[config.mk]
export PLATFORM = sky130hd
export DESIGN_NAME = core_pipe_frontend
export DESIGN_NICKNAME = d
export VERILOG_FILES = /design/src/hw/core_fetch_pkg.sv /design/src/hw/core_instr_pkg.sv /design/src/hw/core_pipe_fetch_req.sv /design/src/hw/core_pipe_fetch_buffer.sv /design/src/hw/core_pipe_decode_len.sv /design/src/hw/core_pipe_frontend.sv
export SDC_FILE = /design/constraint.sdc
export NUM_CORES = 1
export LEC_CHECK = 0
export ABC_CLOCK_PERIOD_IN_PS = 11700
export BUFFER_PORTS_ARGS = -buffer_cell sky130_fd_sc_hd__buf_2
export CORE_ASPECT_RATIO = 0.7
export CORE_UTILIZATION = 59
export CTS_BUF_LIST = sky130_fd_sc_hd__clkbuf_4
export DETAILED_ROUTE_END_ITERATION = 6
export MAX_ROUTING_LAYER = met4
export PLACE_DENSITY = 0.81
export SLEW_MARGIN = 30
export SYNTH_ARGS = -nofsm -noshare
export SYNTH_HDL_FRONTEND = slang
export SYNTH_SLANG_ARGS = --single-unit
[constraint.sdc]
create_clock -name g_clk -period 11.7 [get_ports g_clk]
set_clock_uncertainty 0.1 [all_clocks]
set_input_delay 0.585 -clock g_clk [delete_from_list [all_inputs] [get_ports g_clk]]
set_output_delay 0.585 -clock g_clk [all_outputs]
set_load 0.05 [all_outputs]
[src/hw/core_fetch_pkg.sv]
// Fetch-side constants for the front end. The shift structure of the buffer
// assumes 8-byte reads and a 12-byte store; these values are not free to change.
package core_fetch_pkg;

    // ----------------------------------------
    // Addresses.
    // ----------------------------------------

    typedef logic [31:0] core_addr_t; // Byte address.

    // Fetch restart point after reset, halfword aligned.
    localparam core_addr_t RESET_PC = 32'h0000_0000;

    // ----------------------------------------
    // Memory and buffer geometry.
    // ----------------------------------------

    localparam int unsigned FETCH_BYTES = 8;    // Bytes per memory read.
    localparam int unsigned FBUF_BYTES  = 12;   // Buffer capacity in bytes.
    localparam int unsigned FBUF_DEPTH_W = 5;   // Depth count width, holds 0..12.

    // Top bit of the buffer head window, two halfwords.
    localparam int unsigned FD_IBUF_R = 31;

    // Top bit of the head error tags, one per halfword.
    localparam int unsigned FD_ERR_R = 1;

    // A read may go out only if next-cycle depth leaves room for a full
    // 8-byte response, so 12 - 8.
    localparam int unsigned FILL_ROOM = 4;

endpackage

[src/hw/core_instr_pkg.sv]
// Instruction-side types. Only the length is decoded; the RVC rule is that
// low opcode bits of 11 mark a 32-bit instruction, anything else is 16-bit.
package core_instr_pkg;

    // ----------------------------------------
    // Instruction word.
    // ----------------------------------------

    // 16-bit instructions are zero-extended into this.
    typedef logic [31:0] instr_t;

    // ----------------------------------------
    // Length encoding.
    // ----------------------------------------

    typedef enum logic {
        ILEN_16 = 1'b0, // Compressed.
        ILEN_32 = 1'b1  // Full width.
    } ilen_t;

    // Low two opcode bits of a full-width instruction.
    localparam logic [1:0] RVC_FULL_OP = 2'b11;

endpackage

[src/hw/core_pipe_fetch_req.sv]
// Fetch request stage. Memory must answer exactly one cycle after mem_req.
// Only the first read after a redirect or reset is trimmed by the target offset.
`timescale 1ns/1ps

module core_pipe_fetch_req (
    input  logic                                          g_clk,
    input  logic                                          g_resetn,
    input  logic                                          redirect,    // Restart pulse.
    input  core_fetch_pkg::core_addr_t                    redirect_pc, // Restart target.
    input  logic [core_fetch_pkg::FBUF_DEPTH_W-1:0]       n_depth,     // Next buffer depth.
    output logic                                          mem_req,
    output core_fetch_pkg::core_addr_t                    mem_addr,
    input  logic                                          mem_rvalid,
    input  logic                                          mem_rerr,
    input  logic [8*core_fetch_pkg::FETCH_BYTES-1:0]      mem_rdata,
    output logic                                          fill_en,
    output logic                                          fill_2,
    output logic                                          fill_4,
    output logic                                          fill_6,
    output logic                                          fill_8,
    output logic                                          error_in,
    output logic [8*core_fetch_pkg::FETCH_BYTES-1:0]      data_in
);

    logic                       run_q;      // Low only until the release edge.
    logic                       inflight_q; // A read went out last cycle.
    logic [1:0]                 off_q;      // Halfword offset for the next read.
    logic [1:0]                 rsp_off_q;  // Offset that belongs to the response.
    core_fetch_pkg::core_addr_t addr_q;     // Next aligned fetch address.
    logic                       take_rsp;

    // ----------------------------------------
    // Request side.
    // ----------------------------------------

    // No read in a redirect cycle, so nothing stale can come back after it.
    assign mem_req  = run_q && !redirect && (n_depth <= core_fetch_pkg::FILL_ROOM);
    assign mem_addr = addr_q;

    always_ff @(posedge g_clk) begin
        if (!g_resetn) begin
            run_q      <= 1'b0;
            inflight_q <= 1'b0;
            addr_q     <= {core_fetch_pkg::RESET_PC[31:3], 3'b000}; // Reset acts as redirect.
            off_q      <= core_fetch_pkg::RESET_PC[2:1];
            rsp_off_q  <= 2'd0;
        end else begin
            run_q      <= 1'b1;
            inflight_q <= mem_req;
            if (redirect) begin
                addr_q <= {redirect_pc[31:3], 3'b000};
                off_q  <= redirect_pc[2:1];
            end else if (mem_req) begin
                addr_q    <= addr_q + core_fetch_pkg::FETCH_BYTES;
                off_q     <= 2'd0;  // Later reads are whole words.
                rsp_off_q <= off_q;
            end
        end
    end

    // ----------------------------------------
    // Response side.
    // ----------------------------------------

    // A response in a redirect cycle is discarded; the buffer flushes anyway.
    assign take_rsp = mem_rvalid && inflight_q && !redirect;
    assign fill_en  = take_rsp;

    // Remaining byte count picks the strobe.
    assign fill_8 = take_rsp && (rsp_off_q == 2'd0);
    assign fill_6 = take_rsp && (rsp_off_q == 2'd1);
    assign fill_4 = take_rsp && (rsp_off_q == 2'd2);
    assign fill_2 = take_rsp && (rsp_off_q == 2'd3);

    assign data_in  = mem_rdata >> {rsp_off_q, 4'b0000}; // Drop skipped halfwords.
    assign error_in = take_rsp && mem_rerr;

    // Memory latency is fixed at one cycle.
    a_rvalid_latency: assert property (@(posedge g_clk) disable iff (!g_resetn)
        mem_rvalid |-> $past(mem_req));

endmodule

[src/hw/core_pipe_fetch_buffer.sv]
// Fetch shift buffer. Takes 0, 2, 4, 6 or 8 low-aligned bytes and drains 0, 2
// or 4 per cycle. The caller must never fill past 12 bytes or drain past depth.
`timescale 1ns/1ps

module core_pipe_fetch_buffer (
    input  logic                                          g_clk,
    input  logic                                          g_resetn,
    input  logic                                          flush,     // Drop all content.
    output logic [core_fetch_pkg::FBUF_DEPTH_W-1:0]       depth,     // Bytes held now.
    output logic [core_fetch_pkg::FBUF_DEPTH_W-1:0]       n_depth,   // Bytes held next cycle.
    input  logic                                          fill_en,
    input  logic                                          error_in,  // Tag for the fill.
    input  logic                                          fill_2,
    input  logic                                          fill_4,
    input  logic                                          fill_6,
    input  logic                                          fill_8,
    input  logic [8*core_fetch_pkg::FETCH_BYTES-1:0]      data_in,
    output logic [core_fetch_pkg::FD_IBUF_R:0]            data_out,  // Head halfwords.
    output logic [core_fetch_pkg::FD_ERR_R:0]             error_out, // Head error tags.
    input  logic                                          drain_2,
    input  logic                                          drain_4
);

    // Byte 0 is the buffer head. Bytes above depth read as zero.
    logic [8*core_fetch_pkg::FBUF_BYTES-1:0]    d_buf;
    logic [core_fetch_pkg::FBUF_BYTES/2-1:0]    e_buf;      // One tag per halfword.

    logic [core_fetch_pkg::FBUF_DEPTH_W-1:0]    fill_bytes;
    logic [core_fetch_pkg::FBUF_DEPTH_W-1:0]    drain_bytes;
    logic [core_fetch_pkg::FBUF_DEPTH_W-1:0]    shf_up;     // Where new bytes land.
    logic [8*core_fetch_pkg::FBUF_BYTES-1:0]    fill_data;
    logic [8*core_fetch_pkg::FBUF_BYTES-1:0]    n_d_buf;
    logic [core_fetch_pkg::FBUF_BYTES/2-1:0]    fill_err;
    logic [core_fetch_pkg::FBUF_BYTES/2-1:0]    n_e_buf;

    assign data_out  = d_buf[core_fetch_pkg::FD_IBUF_R:0];
    assign error_out = e_buf[core_fetch_pkg::FD_ERR_R:0];

    // ----------------------------------------
    // Fill selection.
    // ----------------------------------------

    always_comb begin
        fill_bytes = '0;
        fill_data  = '0;
        fill_err   = '0;
        if (fill_en) begin
            if (fill_8) begin
                fill_bytes      = 5'd8;
                fill_data[63:0] = data_in[63:0];
                fill_err[3:0]   = {4{error_in}};
            end else if (fill_6) begin
                fill_bytes      = 5'd6;
                fill_data[47:0] = data_in[47:0];
                fill_err[2:0]   = {3{error_in}};
            end else if (fill_4) begin
                fill_bytes      = 5'd4;
                fill_data[31:0] = data_in[31:0];
                fill_err[1:0]   = {2{error_in}};
            end else if (fill_2) begin
                fill_bytes      = 5'd2;
                fill_data[15:0] = data_in[15:0];
                fill_err[0]     = error_in;
            end
        end
    end

    // ----------------------------------------
    // Depth and shifting.
    // ----------------------------------------

    assign drain_bytes = drain_4 ? 5'd4 : (drain_2 ? 5'd2 : 5'd0);
    assign shf_up      = depth - drain_bytes;   // Depth left after the drain.
    assign n_depth     = flush ? '0 : depth + fill_bytes - drain_bytes;

    // Old bytes move down, new bytes are ORed in on top of them.
    assign n_d_buf = (d_buf >> {drain_bytes, 3'b000}) | (fill_data << {shf_up, 3'b000});
    assign n_e_buf = (e_buf >> drain_bytes[4:1]) | (fill_err << shf_up[4:1]);

    // The OR fill needs empty bytes to be zero, so flush clears the store.
    always_ff @(posedge g_clk) begin
        if (!g_resetn || flush) begin
            depth <= '0;
            d_buf <= '0;
            e_buf <= '0;
        end else begin
            depth <= n_depth;
            d_buf <= n_d_buf;
            e_buf <= n_e_buf;
        end
    end

    // ----------------------------------------
    // Checks on the neighbouring stages.
    // ----------------------------------------

    a_depth_cap: assert property (@(posedge g_clk) disable iff (!g_resetn)
        depth <= core_fetch_pkg::FBUF_BYTES);       // Request stage flow control.

    a_drain_onehot: assert property (@(posedge g_clk) disable iff (!g_resetn)
        !(drain_2 && drain_4));

    a_drain_depth: assert property (@(posedge g_clk) disable iff (!g_resetn)
        drain_bytes <= depth);                      // Decode drains only what it sees.

endmodule

[src/hw/core_pipe_decode_len.sv]
// Length decode stage. Captures one instruction per cycle at most; while
// decode_stall is high the registered output holds and nothing drains.
`timescale 1ns/1ps

module core_pipe_decode_len (
    input  logic                                          g_clk,
    input  logic                                          g_resetn,
    input  logic                                          redirect,
    input  core_fetch_pkg::core_addr_t                    redirect_pc,
    input  logic [core_fetch_pkg::FBUF_DEPTH_W-1:0]       depth,
    input  logic [31:0]                                   data_out,    // Buffer head.
    input  logic [1:0]                                    error_out,   // Head tags.
    output logic                                          drain_2,
    output logic                                          drain_4,
    input  logic                                          decode_stall,
    output logic                                          instr_valid,
    output core_instr_pkg::instr_t                        instr,
    output core_fetch_pkg::core_addr_t                    instr_pc,
    output core_instr_pkg::ilen_t                         instr_len,
    output logic                                          instr_error
);

    logic                       is_32;      // Head is a full-width instruction.
    logic                       have_instr; // Enough bytes for it.
    logic                       capture;
    core_fetch_pkg::core_addr_t pc_q;       // PC of the buffer head.

    assign is_32      = data_out[1:0] == core_instr_pkg::RVC_FULL_OP;
    assign have_instr = is_32 ? (depth >= 5'd4) : (depth >= 5'd2);
    assign capture    = have_instr && !decode_stall && !redirect;

    assign drain_2 = capture && !is_32;     // Same edge as the capture.
    assign drain_4 = capture && is_32;

    // ----------------------------------------
    // Control.
    // ----------------------------------------

    always_ff @(posedge g_clk) begin
        if (!g_resetn) begin
            instr_valid <= 1'b0;
            pc_q        <= core_fetch_pkg::RESET_PC;
        end else if (redirect) begin
            instr_valid <= 1'b0;        // Drop whatever was waiting.
            pc_q        <= redirect_pc;
        end else if (!decode_stall) begin
            instr_valid <= have_instr;
            if (have_instr) begin
                pc_q <= pc_q + (is_32 ? 32'd4 : 32'd2);
            end
        end
    end

    // Payload.
    always_ff @(posedge g_clk) begin
        if (capture) begin
            instr       <= is_32 ? data_out : {16'h0000, data_out[15:0]};
            instr_pc    <= pc_q;
            instr_len   <= is_32 ? core_instr_pkg::ILEN_32 : core_instr_pkg::ILEN_16;
            instr_error <= is_32 ? (|error_out) : error_out[0]; // Covered halfwords only.
        end
    end

    // Downstream may rely on a stalled output not changing.
    a_stall_hold: assert property (@(posedge g_clk) disable iff (!g_resetn)
        (instr_valid && decode_stall && !redirect) |=>
            (instr_valid && $stable(instr) && $stable(instr_pc) &&
             $stable(instr_len) && $stable(instr_error)));

endmodule

[src/hw/core_pipe_frontend.sv]
// Fetch front end top. Memory must answer with one-cycle latency and no stall.
// First instruction appears three edges after a redirect or reset release.
`timescale 1ns/1ps

module core_pipe_frontend (
    input  logic                                          g_clk,
    input  logic                                          g_resetn,
    input  logic                                          redirect,
    input  core_fetch_pkg::core_addr_t                    redirect_pc,
    output logic                                          mem_req,
    output core_fetch_pkg::core_addr_t                    mem_addr,
    input  logic                                          mem_rvalid,
    input  logic [8*core_fetch_pkg::FETCH_BYTES-1:0]      mem_rdata,
    input  logic                                          mem_rerr,
    output logic                                          instr_valid,
    output core_instr_pkg::instr_t                        instr,
    output core_fetch_pkg::core_addr_t                    instr_pc,
    output core_instr_pkg::ilen_t                         instr_len,
    output logic                                          instr_error,
    input  logic                                          decode_stall
);

    // ----------------------------------------
    // Stage links.
    // ----------------------------------------

    logic [core_fetch_pkg::FBUF_DEPTH_W-1:0]  depth;
    logic [core_fetch_pkg::FBUF_DEPTH_W-1:0]  n_depth;
    logic                                     fill_en;
    logic                                     fill_2;
    logic                                     fill_4;
    logic                                     fill_6;
    logic                                     fill_8;
    logic                                     error_in;
    logic [8*core_fetch_pkg::FETCH_BYTES-1:0] data_in;
    logic [core_fetch_pkg::FD_IBUF_R:0]       data_out;
    logic [core_fetch_pkg::FD_ERR_R:0]        error_out;
    logic                                     drain_2;
    logic                                     drain_4;

    core_pipe_fetch_req u_fetch_req (           // Stage 1.
        .g_clk       (g_clk),
        .g_resetn    (g_resetn),
        .redirect    (redirect),
        .redirect_pc (redirect_pc),
        .n_depth     (n_depth),
        .mem_req     (mem_req),
        .mem_addr    (mem_addr),
        .mem_rvalid  (mem_rvalid),
        .mem_rerr    (mem_rerr),
        .mem_rdata   (mem_rdata),
        .fill_en     (fill_en),
        .fill_2      (fill_2),
        .fill_4      (fill_4),
        .fill_6      (fill_6),
        .fill_8      (fill_8),
        .error_in    (error_in),
        .data_in     (data_in)
    );

    core_pipe_fetch_buffer u_fetch_buffer (     // Stage 2, flushed by redirect.
        .g_clk     (g_clk),
        .g_resetn  (g_resetn),
        .flush     (redirect),
        .depth     (depth),
        .n_depth   (n_depth),
        .fill_en   (fill_en),
        .error_in  (error_in),
        .fill_2    (fill_2),
        .fill_4    (fill_4),
        .fill_6    (fill_6),
        .fill_8    (fill_8),
        .data_in   (data_in),
        .data_out  (data_out),
        .error_out (error_out),
        .drain_2   (drain_2),
        .drain_4   (drain_4)
    );

    core_pipe_decode_len u_decode_len (         // Stage 3.
        .g_clk        (g_clk),
        .g_resetn     (g_resetn),
        .redirect     (redirect),
        .redirect_pc  (redirect_pc),
        .depth        (depth),
        .data_out     (data_out),
        .error_out    (error_out),
        .drain_2      (drain_2),
        .drain_4      (drain_4),
        .decode_stall (decode_stall),
        .instr_valid  (instr_valid),
        .instr        (instr),
        .instr_pc     (instr_pc),
        .instr_len    (instr_len),
        .instr_error  (instr_error)
    );

endmodule

* Word level (Yosys, flattened, before mapping)
Cells that the tools add are included.
** Storage, ports and cells
- Output and inout bits :: 100
- Input port bits :: 102
- Logic and storage cells :: 99
- Bits in registers :: 244
** Operators by class
- Add/sub/neg operators :: 5
- Multiplexer cells :: 36
- Equality and inequality tests :: 5
- Bitwise operators :: 4
- Shift operators :: 5
- Magnitude comparators :: 3
- Reductions and logical operators :: 25
** Operator list (count)
- 32-bit 2-to-1 mux :: 6
- 96-bit bitwise OR :: 1
- 64-bit by 8-bit << shifter with 96-bit output :: 1
- 96-bit by 8-bit >> shifter with 96-bit output :: 1
- 16-bit 2-to-1 mux :: 5
- 64-bit 2-to-1 mux :: 1
- 64-bit by 6-bit >> shifter with 64-bit output :: 1
- 48-bit 2-to-1 mux :: 1
- 32-bit adder :: 1
- 32-bit by 4-bit adder with 32-bit output, second input constant :: 1
- 5-bit 2-to-1 mux :: 6
- 1-bit logical AND :: 13
- 2-bit 2-to-1 mux :: 5
- 5-bit subtractor :: 2
- 1-bit 2-to-1 mux :: 9
- 2-bit == test, second input constant :: 3
- 3-bit 2-to-1 mux :: 2
- 6-bit bitwise OR :: 1
- 4-bit by 4-bit << shifter with 6-bit output :: 1
- 6-bit by 4-bit >> shifter with 6-bit output :: 1
- 5-bit adder :: 1
- 5-bit by 2-bit >= comparator with 1-bit output, second input constant :: 1
- 5-bit by 3-bit >= comparator with 1-bit output, second input constant :: 1
- 5-bit by 3-bit <= comparator with 1-bit output, second input constant :: 1
- 10 further kinds :: 17

* Logic depth before layout (Yosys ltp)
Gate-level depths: netlist of run 1.
- Word-level depth :: 15
- Depth in mapped cells :: 18
- Depth with buffers taken out :: 14

* Hierarchy
From an unflattened synthesis of run 1, not the netlist that was laid out.
** Unflattened totals
- Cells, all modules :: 1783
- Area, all modules :: 15308.4 µm²
** By module, submodules not included
- core_pipe_fetch_buffer :: area each 8027.7 µm², times used 1, cells each 991
- core_pipe_decode_len :: area each 4317.9 µm², times used 1, cells each 367
- core_pipe_fetch_req :: area each 2962.8 µm², times used 1, cells each 425

* Least setup slack after synthesis of run 1
Ideal clock, no wire load.
- Path type :: in2out
- Start point :: in redirect
- End point :: out mem_req
- Path buffers :: 5
- Arrival time :: 4.178 ns
- Stages on the path :: 14
- Required time :: 11.015 ns
- Setup slack :: 6.837 ns
- Cell sequence :: clkbuf_1 nor2_1 o21ai_1 clkbuf_1 buf_1 nor2_1 fa_1 fa_1 xor2_2 o2111ai_4 or3_1 buf_2 inv_1 buf_2
** On the way
- Word-level cells in the longest chain between the ends :: 13
** Ends and longest elaborated chain
- from (decl) :: RTL line core_pipe_frontend.sv:8 : input logic redirect,
- 1-bit zero test :: RTL line core_pipe_fetch_req.sv:37, core_pipe_fetch_req.sv:66, core_pipe_decode_len.sv:30
- 1-bit logical AND :: RTL line core_pipe_fetch_req.sv:66 : assign take_rsp = mem_rvalid && inflight_q && !redirect;
- 1-bit logical AND :: RTL line core_pipe_fetch_req.sv:73 : assign fill_2 = take_rsp && (rsp_off_q == 2'd3);
- 2-bit 2-to-1 mux :: RTL line core_pipe_fetch_buffer.sv:60 : end else if (fill_2) begin
- 5-bit 2-to-1 mux :: RTL line core_pipe_fetch_buffer.sv:56 : end else if (fill_4) begin
- 5-bit 2-to-1 mux :: RTL line core_pipe_fetch_buffer.sv:52 : end else if (fill_6) begin
- 5-bit 2-to-1 mux :: RTL line core_pipe_fetch_buffer.sv:48 : if (fill_8) begin
- 5-bit 2-to-1 mux :: RTL line core_pipe_fetch_buffer.sv:47 : if (fill_en) begin
- 5-bit adder :: RTL line core_pipe_fetch_buffer.sv:74 : assign n_depth = flush ? '0 : depth + fill_bytes - drain_bytes;
- 5-bit subtractor :: RTL line core_pipe_fetch_buffer.sv:74
- 5-bit 2-to-1 mux :: RTL line core_pipe_fetch_buffer.sv:74
- 5-bit by 3-bit <= comparator with 1-bit output :: RTL line core_pipe_fetch_req.sv:37 : assign mem_req = run_q && !redirect && (n_depth <= core_fetch_pkg::FILL_ROOM);
- 1-bit logical AND * :: RTL line core_pipe_fetch_req.sv:37
- to (decl) :: RTL line core_pipe_frontend.sv:10 : output logic mem_req,
Mark *: on every way between the ends. The rest lies on a longest branch, timed or not.

* Worst setup path after layout of run 1
- Start point :: reg u_fetch_buffer.d_buf[1] (netlist name)
- End point :: out mem_req
** On the way
- Word-level cells in the longest chain between the ends :: 11
** Ends and longest elaborated chain
- from (decl) :: RTL line core_pipe_fetch_buffer.sv:25 : logic [8*core_fetch_pkg::FBUF_BYTES-1:0] d_buf;
- from (signal assigned) :: RTL line core_pipe_fetch_buffer.sv:88 : d_buf <= n_d_buf;
- 2-bit == test * :: RTL line core_pipe_decode_len.sv:28 : assign is_32 = data_out[1:0] == core_instr_pkg::RVC_FULL_OP;
- 1-bit 2-to-1 mux :: RTL line core_pipe_decode_len.sv:29 : assign have_instr = is_32 ? (depth >= 5'd4) : (depth >= 5'd2);
- 1-bit logical AND (2 in a row) :: RTL line core_pipe_decode_len.sv:30 : assign capture = have_instr && !decode_stall && !redirect;
- 1-bit logical AND :: RTL line core_pipe_decode_len.sv:32 : assign drain_2 = capture && !is_32;
- 2-bit 2-to-1 mux :: RTL line core_pipe_fetch_buffer.sv:72 : assign drain_bytes = drain_4 ? 5'd4 : (drain_2 ? 5'd2 : 5'd0);
- 5-bit 2-to-1 mux * :: RTL line core_pipe_fetch_buffer.sv:72
- 5-bit subtractor * :: RTL line core_pipe_fetch_buffer.sv:74
- 5-bit 2-to-1 mux * :: RTL line core_pipe_fetch_buffer.sv:74
- 5-bit by 3-bit <= comparator with 1-bit output * :: RTL line core_pipe_fetch_req.sv:37
- 1-bit logical AND * :: RTL line core_pipe_fetch_req.sv:37
Marks and branches as above.

==> results.yml, run 1 <==
yosys:
  post-synth-top-count-cell: "nand2_1"
  syn_area_mm2: 0.01571
  synth_ff_type: "dfxtp_1"
  synth_cell_type_count: 91
  ys_ff_latch: 241
  synth_cells: 1815
  synth_edf_count: 66
  yosys_warnings: 0
  synth_top_area_share_pct: 22.30
  ys_seq_area_share_pct: 34.91
  synth.area.top_cells: "dfxtp_1, edfxtp_1, nand2_1, a21oi_1, mux4_2"
  synth_area_leader_cell: "dfxtp_1"
  avgSynthCellArea_um2: 8.657
  async_reset_ff_share_pct: 0
  synth_common_cells: "nand2_1, a21oi_1, dfxtp_1, clkbuf_1, nor2_1"
routing:
  drt_iter0_markers: 2735
  drc: 0
  vias_per_cell: 7.043
  dr_total_vias: 16686
  wl_per_cell_um: 26.30
  wirelength_um: 62310
  drt_first_pass_iters: 7
  antenna_left: 0
clock_tree:
  clock_latency_ns: 0.76
  clock_sinks: 241
  clk_pin_slew_worst_paths_ns: 0.08
  numCtsBuffers: 58
  cts_tree: "done"
  cts_setup_buffers: 0
  post_cts_resize_count: 0
  ctsHoldBuffers: 2
  htreeDepth: 2
  cts-root-buf: "clkbuf_4"
  clockBufferDepth: 3
die:
  num_io_pins: 202
  initial_core_util_pct: 60.59
  die_w_um: 197.1
  num_rows: 49
  core-area_mm2: 0.02593
  fp.dieArea_mm2: 0.02730
  dieHeight_um: 138.5
cells_and_area:
  final_nets: 2070
  drive_gt1_share_pct: 23.33
  fin_util_pct: 68.13
  syn_to_final_growth_pct: 12.45
critical_path:
  arrival_ns: 6.51
  worst-setup-path-type: "flop to output pin"
  r2r_cells: 15
  required_ns: 11.02
  r2r-start: "u_fetch_buffer.d_buf[1]"
  crit_fanout: 56
  cp-endpoint: "mem_req"
  regToRegEndpoint: "u_fetch_req.mem_addr[17]"
  startpoint: "u_fetch_buffer.d_buf[1]"
  r2r_slack_ns: 5.69
  end_kind: "output pin"
  worstSetupStartpointType: "flop"
placed_design:
  hpwl_um: 44380
  gp_congestion: 1.048
  io_buffers: 198
  place_ws_ns: 5.445
sta:
  slew_viol_final: 0
  timing.final.crit_share_pct: 61.50
  setup_tns_ns: 0
  period_needed_ns: 7.195
  setup_viol: 0
  slew_headroom_pct: 20.73
  tightest_slew_ns: 1.178
  fin_ws_ns: 4.505
  worst_hold_slack_ns: 0.05414
  max_freq_mhz: 139.0
  rsz0062_at_grt: "no"
  hold_viol: 0
power_and_ir_drop:
  p_leak_uw: 0.006339
  p_per_area_mw_per_mm2: 128.9
  max-vdd-ir-drop_uv: 101.9
grt:
  grt_util_met3_pct: 14.06
  grt_pass1_wl_um: 92960
  grt_use_met2_pct: 60.96
  grt_antenna_before_repair: 10
  grt-busiest-layer: "met1"
  grt_use_total_pct: 46.35
  grt_remaining_overflow: 0
  grt_pass1_vias: 15083
  gr-usage-met1_pct: 65.73
  grt_max_degree: 90
run:
  drv_cap: 0
min_path:
  min_path_type: "input pin to flop"
status:
  status: "complete, no violations"
[cell type report]
cell class / count / area [um^2]
inverter: 41 / 156.4
clock inverter: 16 / 75.07
timing repair buffer: 231 / 1267
tap: 357 / 446.7
fill: 2176 / 8264
clock buffer: 91 / 683.2
antenna: 10 / 25.02
multi-input combinational: 1382 / 9524
sequential: 241 / 5492
[power breakdown]
part           switching, uW  internal, uW  total, uW
Clock                    371           355        726
Sequential              40.7           894        935
Combinational            436           181        617
[layout by cell type (no fill, tap or decap), types with 10 or more instances in the layout]
| cell | Yosys | routed |
|---|---|---|
| nand2_1 | 246 | 244 |
| buf_2 | 24 | 198 |
| a21oi_1 | 177 | 177 |
| dfxtp_1 | 175 | 172 |
| clkbuf_4 | 0 | 91 |
| nor2_1 | 89 | 87 |
| mux2i_1 | 75 | 75 |
| nand3_1 | 68 | 67 |
| edfxtp_1 | 66 | 66 |
| o21ai_0 | 63 | 62 |
| mux2_2 | 51 | 51 |
| a31oi_1 | 40 | 38 |
| a221oi_1 | 36 | 36 |
| mux4_2 | 36 | 36 |
| and3_1 | 34 | 34 |
| inv_1 | 35 | 34 |
| nor3_1 | 35 | 33 |
| xnor2_1 | 29 | 29 |
| buf_4 | 8 | 29 |
| o22ai_1 | 28 | 28 |
| o211ai_1 | 27 | 27 |
| nand4_1 | 25 | 25 |
| nand2b_1 | 18 | 18 |
| a211oi_1 | 18 | 18 |
| nor4_1 | 17 | 17 |
| or3_1 | 14 | 14 |
| and2_1 | 14 | 14 |
| nor2b_1 | 13 | 13 |
| a22o_1 | 13 | 13 |
| diode_2 | 0 | 10 |
[sequential cells by signal, summed over array words and instances (netlist names)]
name	cells
u_decode_len.instr_pc	32
u_decode_len.instr_valid	1
u_fetch_buffer.d_buf	96
u_fetch_req.run_q	1
u_decode_len.instr_len	1
u_fetch_buffer.depth	5
u_decode_len.instr	32
u_fetch_req.off_q	2
u_decode_len.instr_error	1
u_decode_len.pc_q	32
u_fetch_req.rsp_off_q	2
u_fetch_req.mem_addr	29
u_fetch_buffer.e_buf	6
u_fetch_req.inflight_q	1
[stage by stage]
stage / total power [uW] / std cells / cell area [um^2]
after floorplan: 1333 / 1817 / 15720
after global placement: 1521 / 2248 / 16780
after detailed placement: 1535 / 2249 / 16830
after CTS: 2241 / 2358 / 17610
after global routing: 2344 / 2369 / 17670
final: 2278 / 2369 / 17670
[worst max-delay path, stage by stage, from the launching register on]
cell and delay, ns:
dfxtp_1 0.81, a21boi_0 0.47, o21ai_4 0.24, buf_4 0.51, inv_4 0.33, nand2_1 0.28
inv_1 0.09, fa_1 0.52, fa_1 0.49, xor2_2 0.25, o2111ai_4 0.25, or3_1 0.36
buf_4 0.24, inv_1 0.49, buf_2 0.37
[how the worst min path moves through the flow]
stage                            start                  endpoint  slack (ns)  depth (start not counted)
6_report                      mem_rerr   u_fetch_buffer.e_buf[3]        0.05                          3
5_1_grt                redirect_pc[27]  u_fetch_req.mem_addr[27]        0.06                          3
4_1_cts                       mem_rerr   u_fetch_buffer.e_buf[3]        0.02                          3
3_5_place_dp      u_decode_len.pc_q[0]  u_decode_len.instr_pc[0]        0.32                          0
3_3_place_gp   u_fetch_buffer.d_buf[2]     u_decode_len.instr[2]        0.32                          0
2_1_floorplan     u_decode_len.pc_q[0]  u_decode_len.instr_pc[0]        0.31                          0
[kinds of logic after synthesis]
group | synth area share (%)
AND/OR/NAND/NOR | 19.53
AO/OA/AOI/OAI | 23.34
flip-flops | 34.91
buffers and inverters | 5.208
multiplexers | 13.59
XOR/XNOR | 1.999
adder cells (fa/ha/maj) | 1.402
other | 0.02387
[per-layer routing]
layer / part of all wire [%] / routed length, um
met5: 0 / 0
met4: 4.1 / 2560
met3: 15 / 9231
met2: 41 / 25300
met1: 40 / 25220
Note: power is estimated with default switching activity, not from simulation.
==> inputs of run 2 (changes only) <==
--- a/config.mk
+++ b/config.mk
@@ -5,7 +5,8 @@
 export SDC_FILE = /design/constraint.sdc
 export NUM_CORES = 1
 export LEC_CHECK = 0
-export ABC_CLOCK_PERIOD_IN_PS = 11700
+export ABC_AREA = 1
+export ABC_CLOCK_PERIOD_IN_PS = 6800
 export BUFFER_PORTS_ARGS = -buffer_cell sky130_fd_sc_hd__buf_2
 export CORE_ASPECT_RATIO = 0.7
 export CORE_UTILIZATION = 59
==> constraint.sdc (replaced) <==
create_clock -name g_clk -period 6.8 [get_ports g_clk]
set_clock_uncertainty 0.1 [all_clocks]
set_input_delay 0.34 -clock g_clk [delete_from_list [all_inputs] [get_ports g_clk]]
set_output_delay 0.34 -clock g_clk [all_outputs]
set_load 0.05 [all_outputs]
==> results.yml, run 2 <==
sta:
  hold_viol: 0
  max_freq_mhz: 174.1
  setup_viol: 0
  setup_tns_ns: 0
  slew_headroom_pct: 32.76
  timing.final.crit_share_pct: 84.46
  rsz0062_at_grt: "no"
  tightest_slew_ns: 1.009
  period_needed_ns: 5.743
  slew_viol_final: 0
critical_path:
  cpMostUsedCell: "nand2_1"
  startpoint: "u_fetch_buffer.d_buf[1]"
  cp_top_family: "simple AND/OR/NAND/NOR gates"
  cp_slowest_cell: "fa_1"
  cp.depth: 16
  regToRegEndpoint: "u_fetch_buffer.d_buf[81]"
  cp_cell_sequence: "nand2_1 -> nand2_1 -> nand3_1 -> nand2_1 -> nor2_4 -> nand2_2 -> buf_4 -> inv_2 -> fa_1 -> fa_1 -> xor2_1 -> nor2_1 -> nor2_2 -> nand2_2 -> inv_2 -> buf_2"
  r2r-start: "u_fetch_buffer.d_buf[1]"
  required_ns: 6.36
  arrival_ns: 5.30
  crit_buf_inv: 4
  worstSetupStartpointType: "flop"
  worst-setup-path-type: "flop to output pin"
  cp-endpoint: "mem_req"
  r2r_cells: 18
  crit_fanout: 43
  end_kind: "output pin"
  max_stage_delay_ns: 0.56
  r2r_slack_ns: 1.80
yosys:
  synth_compound_area_share_pct: 14.96
  synth_top_area_share_pct: 22.95
  async_reset_ff_share_pct: 0
  muxShareOfSynthArea_pct: 0
  synth_common_cells: "nand2_1, nand3_1, nor2_1, dfxtp_1, a21oi_1"
  avgSynthCellArea_um2: 6.598
  synth.area.top_cells: "dfxtp_1, nand2_1, edfxtp_1, nand3_1, a21oi_1"
  synth_top_family_by_area: "simple AND/OR/NAND/NOR gates"
  synth_cells: 2314
  synth_cell_type_count: 47
  synth_area_leader_cell: "dfxtp_1"
  ys_ff_latch: 241
  yosys.area_share.simple_pct: 37.16
  post-synth-top-count-cell: "nand2_1"
  synth_edf_count: 66
  ys_seq_area_share_pct: 35.93
  yosys_warnings: 0
  syn_area_mm2: 0.01527
  synth_ff_type: "dfxtp_1"
  synth_xor_area_share_pct: 2.065
  synth-adder-area-share_pct: 1.311
cells_and_area:
  layout_common_cells: "nand2_1, nand3_1, nor2_1, buf_2, dfxtp_1"
  finalNonFillerCells: 2854
  largest_register_ffs: 96
  largest-register: "u_fetch_buffer.d_buf"
  num-fill-cells: 2122
  final_area_mm2: 0.01716
  final_common_cell: "nand2_1"
  syn_to_final_growth_pct: 12.42
  final_nets: 2595
  drive_gt1_share_pct: 14.09
clock_tree:
  clock_latency_ns: 0.73
  clock_sinks: 241
  cts_setup_buffers: 0
  clk_pin_slew_worst_paths_ns: 0.08
  numCtsBuffers: 54
  cts-root-buf: "clkbuf_4"
  clockBufferDepth: 3
  htreeDepth: 2
  cts_tree: "done"
  ctsHoldBuffers: 28
  post_cts_resize_count: 0
routing:
  dr_total_vias: 18209
  vias_per_cell: 6.380
  antenna_left: 0
  wirelength_um: 60610
  drt_first_pass_iters: 7
  drt_iter0_markers: 3026
  drc: 38
  wl_per_cell_um: 21.24
die:
  die_w_um: 194.3
  num_io_pins: 202
  core-area_mm2: 0.02504
  initial_core_util_pct: 60.97
  dieHeight_um: 136.6
  fp.dieArea_mm2: 0.02654
  num_rows: 48
grt:
  grt_remaining_overflow: 0
  grt_use_total_pct: 46.38
  grt_pass1_vias: 16423
  grt_pass1_wl_um: 92540
  grt_max_degree: 92
  grt_antenna_before_repair: 2
run:
  drv_cap: 0
placed_design:
  gp_congestion: 1.053
  hpwl_um: 43530
  placedCellCount: 2721
  io_buffers: 198
  placed_cell_area_mm2: 0.01620
status:
  violations: "DRC"
  status: "complete, but fails checks"
power_and_ir_drop:
  p_per_area_mw_per_mm2: 254.3
  p_leak_uw: 0.007259
  max-vdd-ir-drop_uv: 162.8
min_path:
  min_path_type: "input pin to flop"
run 2: cell count changes in the layout (fill, tap and decap cells not counted), moves of 43 or more:
cell     delta
mux2_2     -51
nand2_1   +461
mux2i_1    -75
nand4_1    +43
nand3_1   +203
nor2_1    +116
inv_1     +119
run 2: worst min path at each step:
| stage | start | end | slack (ns) | cells after the start |
|---|---|---|---|---|
| floorplan | g_resetn | u_fetch_req.run_q | 0.27 | 0 |
| global placement | u_fetch_buffer.d_buf[14] | u_decode_len.instr[14] | 0.32 | 0 |
| detailed placement | u_decode_len.pc_q[0] | u_decode_len.instr_pc[0] | 0.31 | 0 |
| CTS | redirect_pc[11] | u_decode_len.pc_q[11] | 0.003 | 3 |
| global route | redirect_pc[11] | u_decode_len.pc_q[11] | 0.03 | 3 |
| finish | mem_rerr | u_fetch_buffer.e_buf[5] | 0.02 | 5 |
run 2: power breakdown:
group	internal (uW)	switching, uW
registers	1590	115
clock network	493	632
logic	398	1130
total	2480	1880
run 2: cells by family (layout without fill, tap and decap cells):
| logic type | Yosys count | count (layout) |
|---|---|---|
| simple gates | 1323 | 1323 |
| compound gates | 389 | 389 |
| buf+inv | 311 | 521 |
| flops | 241 | 241 |
| xor+xnor | 36 | 36 |
| fa+ha+maj | 13 | 13 |
| other cells | 1 | 6 |
run 2: area by class of cell:
cell class	count	area [um^2]	area share [%]
clock buffers	70	525.5	3.062
inverters	167	630.6	3.674
multi-input cells	1764	8502	49.53
flip-flops and latches	241	5487	31.97
repair buffers	252	1466	8.544
well taps	325	406.6	2.369
diodes	3	7.507	0.04374
clock inverters	32	138.9	0.8092
run 2: metrics by stage:
stage                     util (%)  total power [uW]  setup slack [ns]  hold WS, ns
after detailed placement     64.70              3177             1.932       0.3131
after global placement       64.69              3156             2.122       0.3155
after floorplan                  -              2753             3.300       0.2677
after global routing         68.53              4542            0.7748      0.02568
after CTS                    68.48              4268             1.262     0.003155
final                        68.54              4365             1.057      0.02460
run 2: per-layer routing:
metal  share of wire [%]  global-route usage, %
met2                  39                  63.17
met4                 3.6                  15.26
met5                   0                      -
met1                  40                  63.13
met3                  17                  16.56
run 2: worst reg2reg max path: stages (launching register included):
cell	delay (ns)
dfxtp_1	0.36
nand2_1	0.49
nand2_1	0.19
nand3_1	0.13
nand2_1	0.23
nor2_4	0.05
nand2_2	0.08
buf_4	0.46
inv_2	0.19
ha_2	0.21
inv_1	0.09
fa_1	0.47
nor2_1	0.78
inv_1	0.17
nor2_2	0.51
a21oi_1	0.13
nand2_1	0.09
nand2_1	0.05
a21oi_1	0.12
